$ cat config.mk
export PLATFORM = sky130hd
export DESIGN_NAME = me_top
export DESIGN_NICKNAME = d
export VERILOG_FILES = /design/src/source/me_pkg.sv /design/src/source/me_top.sv /design/src/source/exp_controller.sv /design/src/source/mont_mul.sv /design/src/source/word_collector.sv
export SDC_FILE = /design/constraint.sdc
export NUM_CORES = 1
export LEC_CHECK = 0
export CORE_ASPECT_RATIO = 1.1
export CORE_MARGIN = 5
export CORE_UTILIZATION = 55
export CTS_BUF_LIST = sky130_fd_sc_hd__clkbuf_8
export CTS_CLUSTER_SIZE = 28
export DETAILED_ROUTE_END_ITERATION = 16
export DONT_BUFFER_PORTS = 1
export PLACE_DENSITY = 0.7
export SLEW_MARGIN = 20
export SYNTH_ARGS = -nofsm -noshare
export SYNTH_HDL_FRONTEND = slang
export SYNTH_SLANG_ARGS = --single-unit
$ cat constraint.sdc
create_clock -name clk -period 6.8 [get_ports clk]
set_clock_uncertainty 0.2 [all_clocks]
set_input_delay 2.04 -clock clk [delete_from_list [all_inputs] [get_ports clk]]
set_output_delay 2.04 -clock clk [all_outputs]
set_load 0.02 [all_outputs]
$ cat src/source/me_pkg.sv
`default_nettype none

package me_pkg;

    // --------------------
    // widths
    // --------------------
    localparam int WORD_W    = 8;
    localparam int NUM_WORDS = 4;
    localparam int OP_W      = WORD_W * NUM_WORDS;

    typedef logic [WORD_W-1:0]                  word_t;
    typedef logic [OP_W-1:0]                    operand_t;
    typedef logic [$clog2(NUM_WORDS + 1)-1:0]   word_idx_t;

    // --------------------
    // modulus and montgomery constants
    // --------------------
    // prime 2^32 - 5, odd as the radix-2 reduction needs
    localparam operand_t MODULUS  = 32'hFFFF_FFFB;
    // R = 2^OP_W, so R mod m is the montgomery form of one
    localparam operand_t R_MOD_M  = 32'd5;
    localparam operand_t R2_MOD_M = 32'd25;

    // multiplier operand pair, a is scanned bit by bit
    typedef struct packed {
        operand_t a;
        operand_t b;
    } mont_operands_t;

    typedef enum logic [2:0] {
        ST_IDLE,
        ST_COLLECT,
        ST_TO_DOMAIN,
        ST_SQUARE,
        ST_MULTIPLY,
        ST_FROM_DOMAIN,
        ST_OUTPUT
    } exp_state_t;

endpackage

`default_nettype wire
$ cat src/source/me_top.sv
`timescale 1ns/1ps
`default_nettype none

module me_top (
    input  logic          clk,
    input  logic          rst_n,
    input  logic          start,
    input  me_pkg::word_t x_word,
    input  logic          x_valid,
    input  me_pkg::word_t y_word,
    input  logic          y_valid,
    output me_pkg::word_t result_word,
    output logic          result_valid,
    output logic          busy
);
    import me_pkg::*;

    operand_t       x_value;
    operand_t       y_value;
    logic           x_full;
    logic           y_full;
    logic           collect_clear;
    logic           mont_req;
    logic           mont_ack;
    mont_operands_t mont_ops;
    operand_t       mont_result;

    // --------------------
    // operand collection
    // --------------------
    word_collector x_collector (
        .clk   (clk),
        .rst_n (rst_n),
        .clear (collect_clear),
        .word  (x_word),
        .valid (x_valid),
        .value (x_value),
        .full  (x_full)
    );

    word_collector y_collector (
        .clk   (clk),
        .rst_n (rst_n),
        .clear (collect_clear),
        .word  (y_word),
        .valid (y_valid),
        .value (y_value),
        .full  (y_full)
    );

    // --------------------
    // exponentiation core
    // --------------------
    exp_controller controller (
        .clk           (clk),
        .rst_n         (rst_n),
        .start         (start),
        .x_full        (x_full),
        .y_full        (y_full),
        .x_value       (x_value),
        .y_value       (y_value),
        .mont_req      (mont_req),
        .mont_ops      (mont_ops),
        .mont_ack      (mont_ack),
        .mont_result   (mont_result),
        .collect_clear (collect_clear),
        .result_word   (result_word),
        .result_valid  (result_valid),
        .busy          (busy)
    );

    mont_mul multiplier (
        .clk         (clk),
        .rst_n       (rst_n),
        .mont_req    (mont_req),
        .mont_ops    (mont_ops),
        .mont_ack    (mont_ack),
        .mont_result (mont_result)
    );

endmodule

`default_nettype wire

$ cat src/source/exp_controller.sv
`timescale 1ns/1ps
`default_nettype none

module exp_controller (
    input  logic                   clk,
    input  logic                   rst_n,
    input  logic                   start,
    input  logic                   x_full,
    input  logic                   y_full,
    input  me_pkg::operand_t       x_value,
    input  me_pkg::operand_t       y_value,
    output logic                   mont_req,
    output me_pkg::mont_operands_t mont_ops,
    input  logic                   mont_ack,
    input  me_pkg::operand_t       mont_result,
    output logic                   collect_clear,
    output me_pkg::word_t          result_word,
    output logic                   result_valid,
    output logic                   busy
);
    import me_pkg::*;

    exp_state_t                  state_q;
    operand_t                    x_mont_q;
    operand_t                    res_q;
    operand_t                    exp_q;
    logic [$clog2(OP_W)-1:0]     bit_cnt_q;
    word_idx_t                   out_cnt_q;
    logic                        mul_state;
    logic                        mul_done;
    logic                        last_bit;

    assign mul_state = (state_q == ST_TO_DOMAIN) || (state_q == ST_SQUARE) ||
                       (state_q == ST_MULTIPLY)  || (state_q == ST_FROM_DOMAIN);
    assign mul_done  = mont_req && mont_ack;
    assign last_bit  = (int'(bit_cnt_q) == OP_W - 1);

    // --------------------
    // multiplier operands
    // --------------------
    // b always holds a value below the modulus
    always_comb begin
        mont_ops = '0;
        case (state_q)
            ST_TO_DOMAIN: begin
                mont_ops.a = x_value;
                mont_ops.b = R2_MOD_M;
            end
            ST_SQUARE: begin
                mont_ops.a = res_q;
                mont_ops.b = res_q;
            end
            ST_MULTIPLY: begin
                mont_ops.a = res_q;
                mont_ops.b = x_mont_q;
            end
            ST_FROM_DOMAIN: begin
                mont_ops.a = operand_t'(1);
                mont_ops.b = res_q;
            end
            default: mont_ops = '0;
        endcase
    end

    // --------------------
    // control fsm
    // --------------------
    always_ff @(posedge clk or negedge rst_n) begin
        if (!rst_n) begin
            state_q   <= ST_IDLE;
            mont_req  <= 1'b0;
            bit_cnt_q <= '0;
            out_cnt_q <= '0;
        end else begin
            // no new request until the previous ack is gone
            if (mul_state && !mont_req && !mont_ack) begin
                mont_req <= 1'b1;
            end else if (mul_done) begin
                mont_req <= 1'b0;
            end

            case (state_q)
                ST_IDLE: begin
                    if (start) begin
                        state_q <= ST_COLLECT;
                    end
                end
                ST_COLLECT: begin
                    if (x_full && y_full) begin
                        bit_cnt_q <= '0;
                        state_q   <= ST_TO_DOMAIN;
                    end
                end
                ST_TO_DOMAIN: begin
                    if (mul_done) begin
                        state_q <= ST_SQUARE;
                    end
                end
                ST_SQUARE: begin
                    if (mul_done) begin
                        if (exp_q[OP_W-1]) begin
                            state_q <= ST_MULTIPLY;
                        end else begin
                            bit_cnt_q <= bit_cnt_q + 1'b1;
                            state_q   <= last_bit ? ST_FROM_DOMAIN : ST_SQUARE;
                        end
                    end
                end
                ST_MULTIPLY: begin
                    if (mul_done) begin
                        bit_cnt_q <= bit_cnt_q + 1'b1;
                        state_q   <= last_bit ? ST_FROM_DOMAIN : ST_SQUARE;
                    end
                end
                ST_FROM_DOMAIN: begin
                    if (mul_done) begin
                        out_cnt_q <= '0;
                        state_q   <= ST_OUTPUT;
                    end
                end
                ST_OUTPUT: begin
                    out_cnt_q <= out_cnt_q + 1'b1;
                    if (out_cnt_q == word_idx_t'(NUM_WORDS - 1)) begin
                        state_q <= ST_IDLE;
                    end
                end
                default: state_q <= ST_IDLE;
            endcase
        end
    end

    // working values, loaded along the fsm path
    always_ff @(posedge clk) begin
        case (state_q)
            ST_COLLECT: begin
                if (x_full && y_full) begin
                    exp_q <= y_value;
                    res_q <= R_MOD_M;
                end
            end
            ST_TO_DOMAIN: begin
                if (mul_done) begin
                    x_mont_q <= mont_result;
                end
            end
            ST_SQUARE: begin
                if (mul_done) begin
                    res_q <= mont_result;
                    // set bit keeps exp for the multiply step
                    if (!exp_q[OP_W-1]) begin
                        exp_q <= exp_q << 1;
                    end
                end
            end
            ST_MULTIPLY: begin
                if (mul_done) begin
                    res_q <= mont_result;
                    exp_q <= exp_q << 1;
                end
            end
            ST_FROM_DOMAIN: begin
                if (mul_done) begin
                    res_q <= mont_result;
                end
            end
            ST_OUTPUT: res_q <= res_q >> WORD_W;
            default: ;
        endcase
    end

    // low word first, one per cycle
    assign result_word   = res_q[WORD_W-1:0];
    assign result_valid  = (state_q == ST_OUTPUT);
    assign busy          = (state_q != ST_IDLE);
    assign collect_clear = (state_q == ST_IDLE) && start;

endmodule

`default_nettype wire

$ cat src/source/mont_mul.sv
`timescale 1ns/1ps
`default_nettype none

module mont_mul (
    input  logic                   clk,
    input  logic                   rst_n,
    input  logic                   mont_req,
    input  me_pkg::mont_operands_t mont_ops,
    output logic                   mont_ack,
    output me_pkg::operand_t       mont_result
);
    import me_pkg::*;

    operand_t                      a_q;
    operand_t                      b_q;
    logic [OP_W:0]                 acc_q;
    logic [$clog2(OP_W + 1)-1:0]   bit_cnt_q;
    logic                          running_q;
    logic                          launch;
    logic                          final_step;
    logic [OP_W+1:0]               sum_b;
    logic [OP_W+1:0]               sum_m;

    // a new request is only taken once the previous ack has dropped
    assign launch     = mont_req && !running_q && !mont_ack;
    assign final_step = running_q && (int'(bit_cnt_q) == OP_W);

    // --------------------
    // one radix-2 step
    // --------------------
    always_comb begin
        sum_b = {1'b0, acc_q} + (a_q[0] ? {2'b00, b_q} : '0);
        // make the sum even so the halving is exact
        sum_m = sum_b + (sum_b[0] ? {2'b00, MODULUS} : '0);
    end

    always_ff @(posedge clk or negedge rst_n) begin
        if (!rst_n) begin
            running_q <= 1'b0;
            mont_ack  <= 1'b0;
            bit_cnt_q <= '0;
        end else if (running_q) begin
            bit_cnt_q <= bit_cnt_q + 1'b1;
            if (final_step) begin
                running_q <= 1'b0;
                mont_ack  <= 1'b1;
            end
        end else if (mont_ack) begin
            // four-phase return, wait for req to go away
            if (!mont_req) begin
                mont_ack <= 1'b0;
            end
        end else if (mont_req) begin
            running_q <= 1'b1;
            bit_cnt_q <= '0;
        end
    end

    always_ff @(posedge clk) begin
        if (launch) begin
            a_q   <= mont_ops.a;
            b_q   <= mont_ops.b;
            acc_q <= '0;
        end else if (final_step) begin
            // acc is below 2m here, one subtraction is enough
            if (acc_q >= {1'b0, MODULUS}) begin
                acc_q <= acc_q - {1'b0, MODULUS};
            end
        end else if (running_q) begin
            acc_q <= sum_m[OP_W+1:1];
            a_q   <= a_q >> 1;
        end
    end

    assign mont_result = acc_q[OP_W-1:0];

endmodule

`default_nettype wire

$ cat src/source/word_collector.sv
`timescale 1ns/1ps
`default_nettype none

module word_collector (
    input  logic             clk,
    input  logic             rst_n,
    input  logic             clear,
    input  me_pkg::word_t    word,
    input  logic             valid,
    output me_pkg::operand_t value,
    output logic             full
);
    import me_pkg::*;

    operand_t  shift_q;
    word_idx_t count_q;
    logic      accept;

    // words past the operand size are dropped
    assign accept = valid && (count_q < word_idx_t'(NUM_WORDS));

    always_ff @(posedge clk or negedge rst_n) begin
        if (!rst_n) begin
            count_q <= '0;
        end else if (clear) begin
            count_q <= '0;
        end else if (accept) begin
            count_q <= count_q + 1'b1;
        end
    end

    // new word enters at the top, first word ends up lowest
    always_ff @(posedge clk) begin
        if (accept && !clear) begin
            shift_q <= {word, shift_q[OP_W-1:WORD_W]};
        end
    end

    assign value = shift_q;
    assign full  = (count_q == word_idx_t'(NUM_WORDS));

endmodule

`default_nettype wire

======== Word level (Yosys, flattened, before mapping) ========
Cells that the tools add are included.
word-level totals
  register bits after elaboration ......... 283
  word-level logic and storage cells ...... 143
operators by class
  add/sub/neg operators ................... 8
  magnitude comparators ................... 3
  equality and inequality tests ........... 24
  mux-type cells .......................... 50
  reductions and logical operators ........ 40
operators by type and width
  kind                      count
  $mux W32                  11
  $pmux W64 S4              1
  $pmux W32 S3              2
  $mux W33                  3
  $mux W3                   14
  $add A33 B34 Y34          1
  $add A34 B34 Y34          1
  $ge A33 B32 Y1 const B    1
  $sub A33 B32 Y33 const B  1
  $pmux W3 S7               1
  $mux W5                   4
  $mux W6                   3
  $ne A2 B1 Y1 const B      8
  $eq A3 B3 Y1 const B      5
  $pmux W5 S3               1
  $reduce_bool A2 Y1        7
  $logic_and A1 B1 Y1       12
  $ne A2 B2 Y1 const B      5
  $reduce_and A2 Y1         5
  $add A3 B1 Y3 const B     3
  $eq A3 B2 Y1 const B      3
  $mux W1                   9
  $reduce_bool A3 Y1        3
  $reduce_and A7 Y1         1
  other kinds (14)          20

======== Depth between registers and ports, before layout ========
Gate-level depths: netlist (run 1).
  depth in word-level cells ............... 7
  mapped depth ............................ 23
  mapped depth without buffers ............ 21

======== By module ========
A second synthesis (run 1) with hierarchy kept.
unflattened totals
  cells, all modules ...................... 1552
  area total of the unflattened synthesis .. 16183.0 µm²
modules (own cells, without submodules)
  module          instances  cells each  area an instance (µm²)  seq. area each (µm²)
  mont_mul        1          991         8328.0                  2782.7
  exp_controller  1          463         5560.3                  3183.1
  word_collector  2          49          1147.4                  1036.0

======== Least setup slack after synthesis (run 1) ========
Ideal clock, no wire load.
  kind .................................... reg-to-reg
  from .................................... reg multiplier.a_q[0]
  to ...................................... reg multiplier.acc_q[31]
  setup time .............................. 0.130 ns
  arrival time ............................ 4.738 ns
  slack ................................... 1.731 ns
  cell stages (with the launch flop) ...... 24
  clock period less this slack ............ 5.069 ns
  path through ............................ edfxtp_1 -> clkbuf_1 -> and2_1 -> ha_1 -> a2111oi_0 -> nor3_1 -> a221oi_2 -> a21oi_2 -> o41ai_2 -> o21ai_1 -> a21oi_1 -> nand3_1 -> o311ai_0 -> ha_1 -> clkbuf_1 -> nand2_1 -> nand2b_1 -> a21o_1 -> a21o_1 -> a211oi_1 -> o21bai_1 -> a221oi_1 -> xor2_1 -> o22ai_1
on the way
  word-level cells in the longest chain between the ends .. 6
RTL lines
  item                      line            RTL
  start: declaration        mont_mul.sv:14  operand_t a_q;
  start signal: assignment  mont_mul.sv:61  a_q <= mont_ops.a;
  start signal: assignment  mont_mul.sv:71  a_q <= a_q >> 1;
  $mux W32 (*)              mont_mul.sv:32  sum_b = {1'b0, acc_q} + (a_q[0] ? {2'b00, b_q} : '0);
  $add A33 B34 Y34 (*)      mont_mul.sv:32
  $mux W32                  mont_mul.sv:34  sum_m = sum_b + (sum_b[0] ? {2'b00, MODULUS} : '0);
  $add A34 B34 Y34 (*)      mont_mul.sv:34
  $mux W33 (*)              mont_mul.sv:69  end else if (running_q) begin
  $mux W33 (*)              mont_mul.sv:64  end else if (final_step) begin
  end signal: assignment    mont_mul.sv:67  acc_q <= acc_q - {1'b0, MODULUS};
  end signal: assignment    mont_mul.sv:70  acc_q <= sum_m[OP_W+1:1];
  end: declaration          mont_mul.sv:16  logic [OP_W:0] acc_q;
Every way passes the cells marked *; elsewhere a longest branch is shown, timed or not. The select of a mux whose other input is x is not followed.
A chain may end at the register's enable or synchronous reset.

======== Worst setup path after layout (run 1) ========
Same ends and word-level chain as after synthesis.

==> summary.md, run 1 <==
| Metric | Value |
|---|---|
| Initial antenna violation count | 1 |
| DP Wirelength | approximately 26000 um |
| Cts bufs inserted | 46 |
| Register bit total from synthesis | approximately 280 |
| Clk_lat worst skew | 0.54 ns |
| Post-synth EDFFs | between 200 and 250 |
| TritonCTS clock tree | done |
| Min Hold Slack | between 0.2 and 0.25 ns |
| Core Region | ~28000 sq um |
| Worst-path fanout max | 32 |
| Most common cell after layout, fill and taps aside | edfxtp_1 |
| Layout cell share with drive strength beyond 1 | under 10% |
| Synth-to-layout area growth | 7.905% |
| Post-synth net total | around 1600 |
| RSZ-0062 raised after global routing | false |
| Final period utilization | around 86% |
| GRT Total Usage | between 20 and 25% |
| Final nets | 1535 |
| Sink Count | roughly 280 |
| Hold depth | 0 |
| Root buffer cell | clkbuf_8 |
| Mean routed wirelength per cell | ~20 um |
| Top post-synthesis cells by area | edfxtp_1 (44%), ha_1 (6.2%), dfxtp_1 (4.3%), dfrtp_1 (4.2%), o21ai_0 (3.5%) |
| Max-cap violation count | 0 |
| Required @ worst endpoint | roughly 7 ns |
| Die height | about 190 um |
| H-tree depth | 2 |
| Seq/Total Area, Yosys | between 50% and 60% |
| Vias per Instance | 6.333 |
| Worst slew pin tran | ~1 ns |
| ANT nets after route | 0 |
| CP arrival | just over 6 ns |
| Max stage delay on crit path | approximately 0.80 ns |
| WS Path Type | reg2reg |
| First-pass GRT wire length | around 59000 um |
| Critical Path Slowest Stage Cell | edfxtp_1 |
| Endpoints failing hold | 0 |
| Synth top area share | between 40% and 50% |
| Final design utilization | approximately three fifths |
| Syn avg cell area | around 11 sq um |
| Port bufs | 0 |
| Clk pin slew, worst setup/hold paths | 0.06 ns |
| Via count | around 12000 |
| Post-synth ARST share | under 10% |
| CP Launch Type | flop |
| Vias in the first global route | roughly 11000 |
| Post-synthesis cell area | between 15000 and 20000 sq um |
| Fmax | 0.1702 GHz |
| Cells after synthesis | 1454 |
| Worst hold-check path type | reg2reg |
| Dpl cells | between 1500 and 2000 |
| Ports | 31 |
| Most frequent cells in the layout | edfxtp_1 (224), nand2_1 (119), o21ai_0 (108) |
| Worst Setup End Kind | flop |
| Yosys cell types | 73 |
| DRT Pass-1 Iters | 6 |
| Crit-path cells | and2_1, ha_1, a2111oi_0, o21ai_1, a221oi_2, a21oi_2, o41ai_2, o21ai_1, a21oi_1, nand3_1, o311ai_0, ha_1, nand2_1, nand2b_1, a21o_1, a21o_1, a211oi_1, o21bai_1, a221oi_1, xor2_1, o22ai_1 |
| Post-CTS Hold Fix Bufs | 0 |
| FF-to-FF path depth | 21 |
| Initial Utilization | between 50% and 60% |
| DR DRC count | 0 |
| Non-Filler Instances | roughly 1800 |
| Fin crit period | 5.876 ns |
| Detailed Route Iter0 Violations | 1167 |
| Die X | 169.6 um |
| Yosys top cell by area | edfxtp_1 |
| YS warnings | 0 |
| ANT cells | 0 |
| Slew Viols, Final | 0 |
| Status | completed |
| Post_cts resized | 0 |
| Setup bufs post-CTS | 0 |
| Clock Path Buffers | 3 |
| TNS Setup | 0 ns |
| Die area | roughly 31000 sq um |
| Total wire length | between 30000 and 40000 um |
| Ys flop type | edfxtp_1 |
| Grt total ovfl | 0 |
| Headroom to the max-slew limit | between 30% and 40% |
| Pin count of the biggest net entering global routing | between 50 and 60 |
| Rows | between 60 and 70 |
| Placer Congestion | 0.9325 |
| Final setup vio count | 0 |
==> layout make-up <==
cell class                      count  area (sq um)
Clock inverter                     37         259.0
Timing Repair Buffer               21         157.7
Clock buffer                       47         646.9
Inverter                           29         108.9
Fill cell                        2327         11070
Sequential cell                   283          8038
Multi-Input combinational cell   1056          6972
Tap cell                          363         454.2
==> state kept, by name, summed over array words and instances (netlist names), 6 cells and up <==
signal                flops
controller.exp_q         32
controller.res_q         32
controller.x_mont_q      32
multiplier.a_q           32
multiplier.acc_q         33
multiplier.b_q           32
multiplier.bit_cnt_q      6
x_collector.value        32
y_collector.value        32
==> final timing paths <==
check / startpoint / end / slack [ns]
worst max-delay path: multiplier.a_q[0] / multiplier.acc_q[31] / 0.92
worst min-delay path: x_collector.value[16] / x_collector.value[8] / 0.25
worst max register to register: multiplier.a_q[0] / multiplier.acc_q[31] / 0.92
worst min register to register: x_collector.value[16] / x_collector.value[8] / 0.25
max in group asynchronous: rst_n / controller.bit_cnt_q[4] / 5.32
min in group asynchronous: rst_n / multiplier.bit_cnt_q[3] / 0.98
==> per-stage QoR <==
stage               cell area (sq um)  worst slack, ns
finish                          16640           0.9241
global route                    16640           0.3680
CTS                             16640           0.9328
detailed placement              15730           0.9756
global placement                15730            1.136
floorplan                       15420            1.731
==> critical path: cells and delay by family, from the launching register on <==
family | cells | cell delay [ns]
AND/OR/NAND/NOR | 4 | 0.55
adder cells (fa/ha/maj) | 2 | 0.69
flip-flops | 1 | 0.80
AO/OA/AOI/OAI | 14 | 3.31
XOR/XNOR | 1 | 0.18
==> layer usage <==
layer	wire length [um]	global-route usage, %	vias up
met5	0	0	-
met4	830	6.216	0
met3	2745	4.439	62
met2	17930	38.17	463
met1	15820	31.94	5590
li1	-	-	5512
==> cells in the mapped netlist, drive strengths merged, types with 9 or more instances <==
cell type and count:
o21ai 118, a221oi 13, o22ai 11, clkbuf 71, o21bai 13, nand2b 9
o21a 12, nor3 21, xnor2 37, inv 28, nor2 105, edfxtp 224
o211ai 9, nor2b 10, ha 76, buf 15, and2 53, nand2 120
nand3 27, nand4 17, o31ai 12, a21oi 108, dfrtp 26, xor2 19
dfxtp 33, a22o 57, a211oi 13, a31oi 11, and3 12, a21o 38
a22oi 64
==> kinds of logic (layout without fill, tap and decap cells) <==
kind of cell             count (synthesis)  count (layout)  synth area share, %
adder cells (fa/ha/maj)                 77              77                6.298
multiplexers                             3               3               0.2029
buffers and inverters                  115             134                3.068
XOR/XNOR                                56              56                3.230
flip-flops                             283             283                52.13
AND/OR/NAND/NOR                        398             398                12.30
AO/OA/AOI/OAI                          522             522                22.76
Power of run 1 is left out: the tool's default activity adds up to more than one toggle a clock period on the data nets, which glitch-free logic cannot reach.
==> inputs of run 2 (changes only) <==
--- a/config.mk
+++ b/config.mk
@@ -12,6 +12,7 @@
 export CTS_CLUSTER_SIZE = 28
 export DETAILED_ROUTE_END_ITERATION = 16
 export DONT_BUFFER_PORTS = 1
+export MAX_ROUTING_LAYER = met4
 export PLACE_DENSITY = 0.7
 export SLEW_MARGIN = 20
 export SYNTH_ARGS = -nofsm -noshare
==> run 2 against run 1 <==
Cell count down 0.11%. Cell area fell by 0.21%. Worst hold slack improved by 0.0032 ns. Flip-flop and latch count did not move. Setup slack worse by 0.052 ns. Global-route usage increased by 0.86 points. Routed wire length barely moved. Clock-buffer cell count grew 3.
==> summary.md, run 2 (same netlist as run 1, synthesis figures left out) <==
| Metric | Value |
|---|---|
| Status | completed |
| Final nets | ~1500 |
| Biggest register | multiplier.acc_q |
| Post_cts resized | 0 |
| DR DRC count | 0 |
| Crit-path cells | and2_1, ha_1, a2111oi_0, nor3_1, a221oi_2, a21oi_2, o41ai_2, o21ai_1, a21oi_1, nand3_1, o311ai_0, ha_1, nand2_1, nand2b_1, a21o_1, a21o_1, a211oi_1, o21bai_1, a221oi_1, xor2_1, o22ai_1 |
| ANT cells | 0 |
| Hold depth | 0 |
| Pin count of the biggest net entering global routing | 57 |
| Final period utilization | around 87% |
| H-tree depth | 2 |
| Post-CTS Hold Fix Bufs | 0 |
| Hold Crit Start | y_collector.value[14] |
| CP arrival | 6.15 ns |
| Detailed Route Iter0 Violations | about 1200 |
| Worst-path fanout max | 32 |
| Total wire length | ~37000 um |
| DP Wirelength | ~26000 um |
| Initial antenna violation count | 1 |
| ANT nets after route | 0 |
| Synth-to-layout area growth | 7.677% |
| Headroom to the max-slew limit | 27.37% |
| Endpoints failing hold | 0 |
| Root buffer cell | clkbuf_8 |
| Mean routed wirelength per cell | between 20 and 25 um |
| Core Region | about 28000 sq um |
| Design area | 16600 sq um |
| GRT Total Usage | about a quarter |
| Worst hold-check path type | reg2reg |
| R2R setup slack | ~0.87 ns |
| Via count | about 12000 |
| Ports | 31 |
| Rows | 64 |
| Most common cell after layout, fill and taps aside | edfxtp_1 |
| TritonCTS clock tree | done |
| Worst Setup End Kind | flop |
| Most frequent cells in the layout | edfxtp_1 (224), nand2_1 (119), o21ai_0 (108) |
| Clk pin slew, worst setup/hold paths | 0.07 ns |
| Final setup vio count | 0 |
| CP Launch Type | flop |
| Max stage delay on crit path | 0.83 ns |
| FF-to-FF path depth | 21 |
| Worst slew pin tran | roughly 1.1 ns |
| Fin crit period | just under 6 ns |
| Min-Delay Endpoint | y_collector.value[6] |
| Cts bufs inserted | 45 |
| Max-cap violation count | 0 |
| Slew Viols, Final | 0 |
| Initial Utilization | 55.64% |
| Grt total ovfl | 0 |
| Critical Path Slowest Stage Cell | edfxtp_1 |
| Layout cell share with drive strength beyond 1 | between 7 and 8% |
| Sink Count | 283 |
| Clock Path Buffers | 3 |
| Largest register FFs | 33 |
| Die area | roughly 31000 sq um |
| TNS Setup | 0 ns |
| RSZ-0062 raised after global routing | false |
| WS Path Type | reg2reg |
| Vias per Instance | ~6.4 |
| Setup bufs post-CTS | 0 |
| FF-to-FF End | multiplier.acc_q[31] |
| DP Area | roughly 16000 sq um |
| R2r startpoint | multiplier.a_q[0] |
| Die X | around 170 um |
| Port bufs | 0 |
| Fmax | between 0.15 and 0.2 GHz |
| DRT Pass-1 Iters | 5 |
| First-pass GRT wire length | 59340 um |
| Clk_lat worst skew | about 0.56 ns |
| Die height | 185.6 um |
| Required @ worst endpoint | between 7 and 8 ns |
| Placer Congestion | about 0.92 |
| Vias in the first global route | roughly 11000 |
-- run 2: worst max-delay path: cells and delay by family, from the launching register on --
kind                       cells  cell delay (ns)
xor gates and xnor gates       1             0.19
DFF                            1             0.83
and+or+nand+nor                5             0.66
AOI/OAI and AO/OA             13             3.21
adders and majority gates      2             0.69
-- run 2: worst max path at each step --
stage | start | to | slack, ns | cells past startpoint
floorplan | multiplier.a_q[0] | multiplier.acc_q[31] | 1.73 | 23
global placement | multiplier.a_q[0] | multiplier.acc_q[31] | 1.13 | 21
detailed placement | multiplier.a_q[0] | multiplier.acc_q[31] | 0.90 | 21
CTS | multiplier.a_q[0] | multiplier.acc_q[31] | 0.87 | 21
global route | multiplier.a_q[0] | multiplier.acc_q[31] | 0.39 | 21
finish | multiplier.a_q[0] | multiplier.acc_q[31] | 0.87 | 21
-- run 2: routing by layer --
| layer | vias up | wire (um) | global-route usage (%) |
|---|---|---|---|
| li1 | 5512 | - | - |
| met1 | 5694 | 16090 | 32.00 |
| met2 | 387 | 17830 | 37.95 |
| met3 | 84 | 2198 | 3.908 |
| met4 | 0 | 1185 | 8.438 |
| met5 | - | 0 | - |
-- run 2: cell type report --
type | instances | area, sq um
flip-flops and latches | 283 | 8038
well taps | 363 | 454.2
inverters | 29 | 108.9
clock inverters | 32 | 182.7
clock buffers | 50 | 688.2
multi-input cells | 1056 | 6972
fillers | 2318 | 11110
repair buffers | 21 | 157.7
-- run 2: per-stage QoR --
stage / instances / util (%) / worst slack (ns) / hold slack (ns)
floorplan: 1454 / - / 1.731 / 0.2268
global placement: 1752 / 56.77 / 1.132 / 0.2319
detailed placement: 1752 / 56.77 / 0.8995 / 0.2350
CTS: 1834 / 59.92 / 0.8671 / 0.2494
global route: 1834 / 59.92 / 0.3893 / 0.2559
finish: 1834 / 59.92 / 0.8721 / 0.2499
Power of run 2 is left out for the same reason.
